===== config.mk =====
export PLATFORM = sky130hd
export DESIGN_NAME = julia_worker
export DESIGN_NICKNAME = d
export VERILOG_FILES = /design/src/hdl/julia_pkg.sv /design/src/hdl/iter_counter.sv /design/src/hdl/jw_control.sv /design/src/hdl/complex_iterator.sv /design/src/hdl/pixel_result.sv /design/src/hdl/julia_worker.sv
export SDC_FILE = /design/constraint.sdc
export NUM_CORES = 2
export LEC_CHECK = 0
export BUFFER_PORTS_ARGS = -buffer_cell sky130_fd_sc_hd__buf_2
export CAP_MARGIN = 15
export CORE_MARGIN = 2
export CORE_UTILIZATION = 34
export DETAILED_ROUTE_END_ITERATION = 6
export PLACE_DENSITY = 0.52
export SLEW_MARGIN = 25
export SYNTH_ARGS = -nofsm -noshare
export SYNTH_HDL_FRONTEND = slang
export SYNTH_HIERARCHICAL = 1
export SYNTH_SLANG_ARGS = --single-unit

===== constraint.sdc =====
create_clock -name tb_clk -period 14.11 [get_ports tb_clk]
set_input_delay 0.7055 -clock tb_clk [delete_from_list [all_inputs] [get_ports tb_clk]]
set_output_delay 0.7055 -clock tb_clk [all_outputs]
set_load 0.005 [all_outputs]

===== src/hdl/julia_pkg.sv =====
package julia_pkg;

	// signed Q11.11 fixed point
	localparam int WIDTH = 22;
	localparam int FRAC  = 11;
	localparam int PROD_W = 2 * WIDTH; // full product width

	// screen geometry
	localparam int COORD_BITS = 10;
	localparam int SCREEN_W   = 640;
	localparam int CENTER_X   = 320; // column at re = 0
	localparam int CENTER_Y   = 240; // row at im = 0
	localparam int MAP_SHIFT  = 3;   // one pixel is 1/256 in the plane

	// iteration and escape
	localparam int MAX_ITER     = 255;
	localparam int ESCAPE_LIMIT = 8192; // 4.0

	// frame buffer and palette
	localparam logic [31:0] FB_BASE     = 32'h0000_0000;
	localparam logic [31:0] COLOR_BLACK = 32'hFF00_0000; // inside the set

	typedef logic signed [WIDTH-1:0] fixed_t;
	typedef logic [7:0] iter_t;

	typedef struct packed {
		fixed_t re;
		fixed_t im;
	} complex_t;

	typedef struct packed {
		logic [COORD_BITS-1:0] x;
		logic [COORD_BITS-1:0] y;
	} pixel_t;

	// one finished pixel for the memory controller
	typedef struct packed {
		logic [31:0] addr;  // byte address
		logic [31:0] color; // ARGB
	} result_t;

endpackage


===== src/hdl/iter_counter.sv =====
`timescale 1ns/1ps

module iter_counter (
	input  logic             tb_clk,
	input  logic             rst,
	input  logic             clear,
	input  logic             step,
	output julia_pkg::iter_t count,
	output logic             at_limit
);

	import julia_pkg::*;

	always_ff @(posedge tb_clk) begin
		if (rst) begin
			count <= '0;
		end else if (clear) begin
			count <= '0;
		end else if (step) begin
			count <= count + iter_t'(1);
		end
	end

	assign at_limit = (count == iter_t'(MAX_ITER));

	// the control FSM must stop stepping at the limit, else count wraps
	a_no_step_at_limit: assert property (@(posedge tb_clk) disable iff (rst)
		!(step && at_limit));

endmodule


===== src/hdl/jw_control.sv =====
`timescale 1ns/1ps

module jw_control (
	input  logic tb_clk,
	input  logic rst,
	input  logic start,
	input  logic mc_busy,
	input  logic escaped,
	input  logic at_limit,
	output logic ready,
	output logic done,
	output logic load,
	output logic step,
	output logic capture
);

	typedef enum logic [1:0] {
		IDLE    = 2'd0,
		ITERATE = 2'd1,
		HOLD    = 2'd2
	} state_t;

	state_t state;
	state_t state_nxt;
	logic   finished;

	// stop on escape or when the count runs out
	assign finished = escaped | at_limit;

	always_ff @(posedge tb_clk) begin
		if (rst) begin
			state <= IDLE;
		end else begin
			state <= state_nxt;
		end
	end

	always_comb begin
		state_nxt = state;
		case (state)
			IDLE: begin
				if (start) begin
					state_nxt = ITERATE;
				end
			end
			ITERATE: begin
				if (finished) begin
					state_nxt = HOLD; // capture happens on this edge
				end
			end
			HOLD: begin
				if (!mc_busy) begin
					state_nxt = IDLE; // hand-off to memory controller
				end
			end
			default: begin
				state_nxt = IDLE;
			end
		endcase
	end

	assign ready   = (state == IDLE);
	assign done    = (state == HOLD);
	assign load    = ready & start; // pixel and c sampled on this edge
	assign step    = (state == ITERATE) & ~finished;
	assign capture = (state == ITERATE) & finished;

	a_ready_done_excl: assert property (@(posedge tb_clk) disable iff (rst)
		!(ready && done));

endmodule


===== src/hdl/complex_iterator.sv =====
`timescale 1ns/1ps

module complex_iterator (
	input  logic                tb_clk,
	input  logic                rst,
	input  logic                load,
	input  logic                step,
	input  julia_pkg::pixel_t   pixel,
	input  julia_pkg::complex_t c,
	output logic                escaped
);

	import julia_pkg::*;

	complex_t z_q;   // current z
	complex_t c_q;   // constant for this pixel
	complex_t z0;    // mapped start value
	complex_t z_nxt;

	fixed_t off_x;
	fixed_t off_y;
	fixed_t z_re;
	fixed_t z_im;
	fixed_t c_re;
	fixed_t c_im;

	logic signed [PROD_W-1:0] rr_full;
	logic signed [PROD_W-1:0] ii_full;
	logic signed [PROD_W-1:0] ri_full;
	logic signed [PROD_W-1:0] rr;
	logic signed [PROD_W-1:0] ii;
	logic signed [PROD_W-1:0] ri;
	logic signed [PROD_W:0]   mag;    // |z|^2, one guard bit
	logic signed [PROD_W:0]   sum_re;
	logic signed [PROD_W:0]   sum_im;

	// pixel offset from screen center
	assign off_x = fixed_t'(pixel.x) - fixed_t'(CENTER_X);
	assign off_y = fixed_t'(CENTER_Y) - fixed_t'(pixel.y); // y axis points up

	always_comb begin
		z0.re = off_x <<< MAP_SHIFT;
		z0.im = off_y <<< MAP_SHIFT;
	end

	assign z_re = z_q.re;
	assign z_im = z_q.im;
	assign c_re = c_q.re;
	assign c_im = c_q.im;

	// full width products, then back to Q11.11
	always_comb begin
		rr_full = PROD_W'(z_re) * PROD_W'(z_re);
		ii_full = PROD_W'(z_im) * PROD_W'(z_im);
		ri_full = PROD_W'(z_re) * PROD_W'(z_im);
		rr      = rr_full >>> FRAC;
		ii      = ii_full >>> FRAC;
		ri      = ri_full >>> FRAC;
	end

	assign mag     = (PROD_W+1)'(rr) + (PROD_W+1)'(ii);
	assign escaped = (mag > ESCAPE_LIMIT); // valid in the same cycle as z_q

	always_comb begin
		sum_re   = (PROD_W+1)'(rr) - (PROD_W+1)'(ii) + (PROD_W+1)'(c_re);
		sum_im   = ((PROD_W+1)'(ri) <<< 1) + (PROD_W+1)'(c_im);
		// truncated to WIDTH bits so overflow wraps
		z_nxt.re = sum_re[WIDTH-1:0];
		z_nxt.im = sum_im[WIDTH-1:0];
	end

	always_ff @(posedge tb_clk) begin
		if (rst) begin
			z_q <= '0;
			c_q <= '0;
		end else if (load) begin
			z_q <= z0;
			c_q <= c;
		end else if (step) begin
			z_q <= z_nxt;
		end
	end

endmodule


===== src/hdl/pixel_result.sv =====
`timescale 1ns/1ps

module pixel_result (
	input  logic               tb_clk,
	input  logic               rst,
	input  logic               load,
	input  logic               capture,
	input  julia_pkg::pixel_t  pixel,
	input  julia_pkg::iter_t   count,
	output julia_pkg::result_t result
);

	import julia_pkg::*;

	pixel_t      pix_q;
	logic [31:0] pix_index;
	logic [7:0]  green;
	result_t     result_nxt;

	// pixel held for the whole iteration
	always_ff @(posedge tb_clk) begin
		if (load) begin
			pix_q <= pixel;
		end
	end

	// row major with four bytes per pixel
	assign pix_index = 32'(pix_q.y) * 32'(SCREEN_W) + 32'(pix_q.x);
	assign green     = {count[4:0], count[7:5]}; // rotate left 3

	always_comb begin
		result_nxt.addr = FB_BASE + (pix_index << 2);
		if (count == iter_t'(MAX_ITER)) begin
			result_nxt.color = COLOR_BLACK;
		end else begin
			result_nxt.color = {8'hFF, count, green, 8'hFF - count};
		end
	end

	always_ff @(posedge tb_clk) begin
		if (rst) begin
			result <= '0;
		end else if (capture) begin
			result <= result_nxt;
		end
	end

	// output must not move while the memory controller may be reading it
	a_result_stable: assert property (@(posedge tb_clk) disable iff (rst)
		!capture |=> $stable(result));

endmodule


===== src/hdl/julia_worker.sv =====
`timescale 1ns/1ps

module julia_worker (
	input  logic               tb_clk,
	input  logic               rst,
	input  logic               start,
	input  julia_pkg::pixel_t  pixel,
	input  julia_pkg::complex_t c,
	input  logic               mc_busy,
	output logic               ready,
	output logic               done,
	output julia_pkg::result_t result
);

	import julia_pkg::*;

	logic  load;
	logic  step;
	logic  capture;
	logic  escaped;
	logic  at_limit;
	iter_t count;

	// sequencing and external handshake
	jw_control u_control (
		.tb_clk   (tb_clk),
		.rst      (rst),
		.start    (start),
		.mc_busy  (mc_busy),
		.escaped  (escaped),
		.at_limit (at_limit),
		.ready    (ready),
		.done     (done),
		.load     (load),
		.step     (step),
		.capture  (capture)
	);

	iter_counter u_counter (
		.tb_clk   (tb_clk),
		.rst      (rst),
		.clear    (load), // fresh count per pixel
		.step     (step),
		.count    (count),
		.at_limit (at_limit)
	);

	// z = z^2 + c datapath
	complex_iterator u_iterator (
		.tb_clk  (tb_clk),
		.rst     (rst),
		.load    (load),
		.step    (step),
		.pixel   (pixel),
		.c       (c),
		.escaped (escaped)
	);

	pixel_result u_result (
		.tb_clk  (tb_clk),
		.rst     (rst),
		.load    (load),
		.capture (capture),
		.pixel   (pixel),
		.count   (count),
		.result  (result)
	);

endmodule


==> results.py <==
metrics = {
    "outcome": {
        "status": "finished clean",
    },
    "drt": {
        "drc": 0,
        "ant_nets": 0,
        "routedWlPerCell_um": 18.2,
        "drtIter0Drc": 2249,
        "vias": 39300,
        "vias_per_cell": 4.76,
        "routed_wl_um": 150000,
        "firstDrtPassIters": 6,
    },
    "setup_path": {
        "crit_path_start": "u_iterator/z_re[1]$_SDFFE_PP0P_",
        "cp-start-kind": "register",
        "arrival_ps": 13580,
        "crit_type": "register to register",
        "worst_path_max_delay_cell": "dfxtp_1",
        "critPathMaxFanout": 42,
        "rr_worst_depth": 42,
        "critical_path.most_common_cell": "fa_1",
        "crit_path_max_incr_delay_ps": 580,
        "r2r_start": "u_iterator/z_re[1]$_SDFFE_PP0P_",
        "crit_path_end_kind": "register",
        "critPathRequiredTime_ps": 14450,
    },
    "sta": {
        "slew_headroom_pct": 27.2,
        "fin_skew_ps": 14.3,
        "slew_violations": 0,
        "tns_ps": 0,
        "period_needed_ps": 13240,
        "hold_ws_ps": 443,
        "max_freq_ghz": 0.0755,
        "tightestPinTransition_ps": 1090,
        "setup_viol_count_final": 0,
        "hold_violations": 0,
        "min_period_over_period_pct": 93.8,
        "layout_setup_ws_ps": 868,
        "rsz0062_at_grt": "no",
    },
    "global_routing": {
        "grt.overflow.total": 0,
        "grt_pass1_vias": 42600,
        "gr-usage-met1_pct": 25.6,
        "grt_max_degree": 63,
        "antenna_found_initial": 0,
        "grt_pass1_wl_um": 243000,
        "grt_use_total_pct": 18.6,
        "met3_usage_pct": 1.42,
        "top_usage_layer": "met2",
        "grt_use_met2_pct": 31.8,
    },
    "yosys": {
        "synth_cell_types": 92,
        "netlist_instances": 6111,
        "seq_area_frac_synth_pct": 5.97,
        "synth_flop_cell": "dfxtp_1",
        "yosysTopAreaCell": "fa_1",
        "avgSynthCellArea_um2": 9.11,
        "synth_area_um2": 55600,
        "ys_warn_count": 6,
        "netlist.area_leader.share_pct": 47.0,
        "synth-edff-count": 20,
        "ys_seq_elements": 156,
        "synthTopCellsByArea": "fa_1 47%, inv_1 11%, ha_1 11%",
        "synth-async-reset-ratio_pct": 0,
    },
    "layout": {
        "layout_common_cells": "1629 x inv_1, 1304 x fa_1, 661 x nand2_1, 488 x ha_1, 302 x nor2_1",
        "final_nets": 7918,
        "synthToLayoutAreaGrowth_pct": 6.06,
        "utilization_pct": 36.3,
        "drive_gt1_share_pct": 4.74,
        "mostFrequentLayoutCell": "inv_1",
    },
    "clocking": {
        "numCtsBuffers": 17,
        "cts_buffer_depth": 2,
        "clk_latency_ps": 490,
        "cts_sinks": 156,
        "root_buffer": "clkbuf_16",
        "cts_tree": "built",
        "cts_setup_buffers": 0,
        "cts_resized": 0,
        "holdBufCountCts": 0,
        "clk_pin_slew_worst_paths_ps": 80,
        "htree_levels": 4,
    },
    "die": {
        "io_pins": 134,
        "rows": 148,
        "dieWidth_um": 409,
        "die_y_um": 409,
        "core-area_um2": 163000,
        "start_util_pct": 34.2,
        "fp.dieArea_um2": 167000,
    },
    "placement": {
        "place_ws_ps": 728,
        "port_buffers": 122,
        "place.gp.congestion": 0.896,
        "hpwl_um": 124000,
    },
    "min_path": {
        "min_from": "pixel[14]",
        "hold_path_depth": 1,
        "hp-class": "input pin to register",
    },
    "run": {
        "max_cap_violations": 0,
    },
}
state kept, by name (all words and copies together), names as in the netlist:
name,count
u_control/state,2
u_counter/count,8
u_iterator/z_re,22
u_iterator/c_re,22
u_iterator/z_im,22
u_iterator/c_im,22
u_result/pix_q,20
u_result/result,38
critical path: cells and delay by family, from the launching register on:
kind            cells  cell delay, ps
flops               1             580
xor+xnor            1             270
compound gates     15            3680
fa+ha+maj           9            4200
mux                 1             170
buf+inv             8            1560
simple gates        8            2560
synthesized netlist by cell type, types with 36 or more instances:
master    instances
nand2_1         661
a211oi_1         47
a21oi_1         134
xor2_1           51
nor2_1          303
nand2b_1         36
o21ai_0          61
mux2i_1          82
nor3_1           52
inv_1          1629
o21a_1           44
clkbuf_1        232
fa_1           1305
and2_1          256
ha_1            488
xnor2_1         157
dfxtp_1         136
metal layers:
layer	share of wire, %	vias to the layer above
li1	-	18000
met1	44	20300
met2	50	846
met3	4.0	129
met4	2.5	0
met5	0	-
logic make-up (layout without fill, tap and decap cells):
| family | Yosys count | count (layout) | synth area share, % |
|---|---|---|---|
| buf+inv | 1907 | 1856 | 13.1 |
| fa+ha+maj | 1793 | 1793 | 57.9 |
| simple gates | 1477 | 1477 | 12.3 |
| compound gates | 482 | 482 | 5.84 |
| xor+xnor | 211 | 211 | 3.38 |
| flops | 156 | 156 | 5.97 |
| mux | 84 | 84 | 1.52 |
| other cells | 1 | 12 | 0.00674 |
cell type report:
type | count | area (um2)
fillers | 16700 | 104000
multi-input cells | 4058 | 45100
inverters | 1633 | 6130
flip-flops and latches | 156 | 3350
well taps | 2175 | 2720
repair buffers | 191 | 1130
clock buffers | 17 | 425
clock inverters | 15 | 163
diodes | 1 | 2.50
through the flow:
stage               area (um2)  instances
CTS                      59000       8245
finish                   59000       8246
detailed placement       58400       8213
floorplan                55700       6121
global route             59000       8245
global placement         58400       8212
worst paths after layout:
path | to | slack, ps
min | u_result/pix_q[14]$_DFFE_PP_ | 440
max reg2reg | u_iterator/z_im[5]$_SDFFE_PP0P_ | 870
min reg2reg | u_result/result[52]$_SDFFE_PP0P_ | 460
max | u_iterator/z_im[5]$_SDFFE_PP0P_ | 870
Power is not shown: default switching activity piles up to over one toggle a cycle in this logic, so the estimate is an artifact.
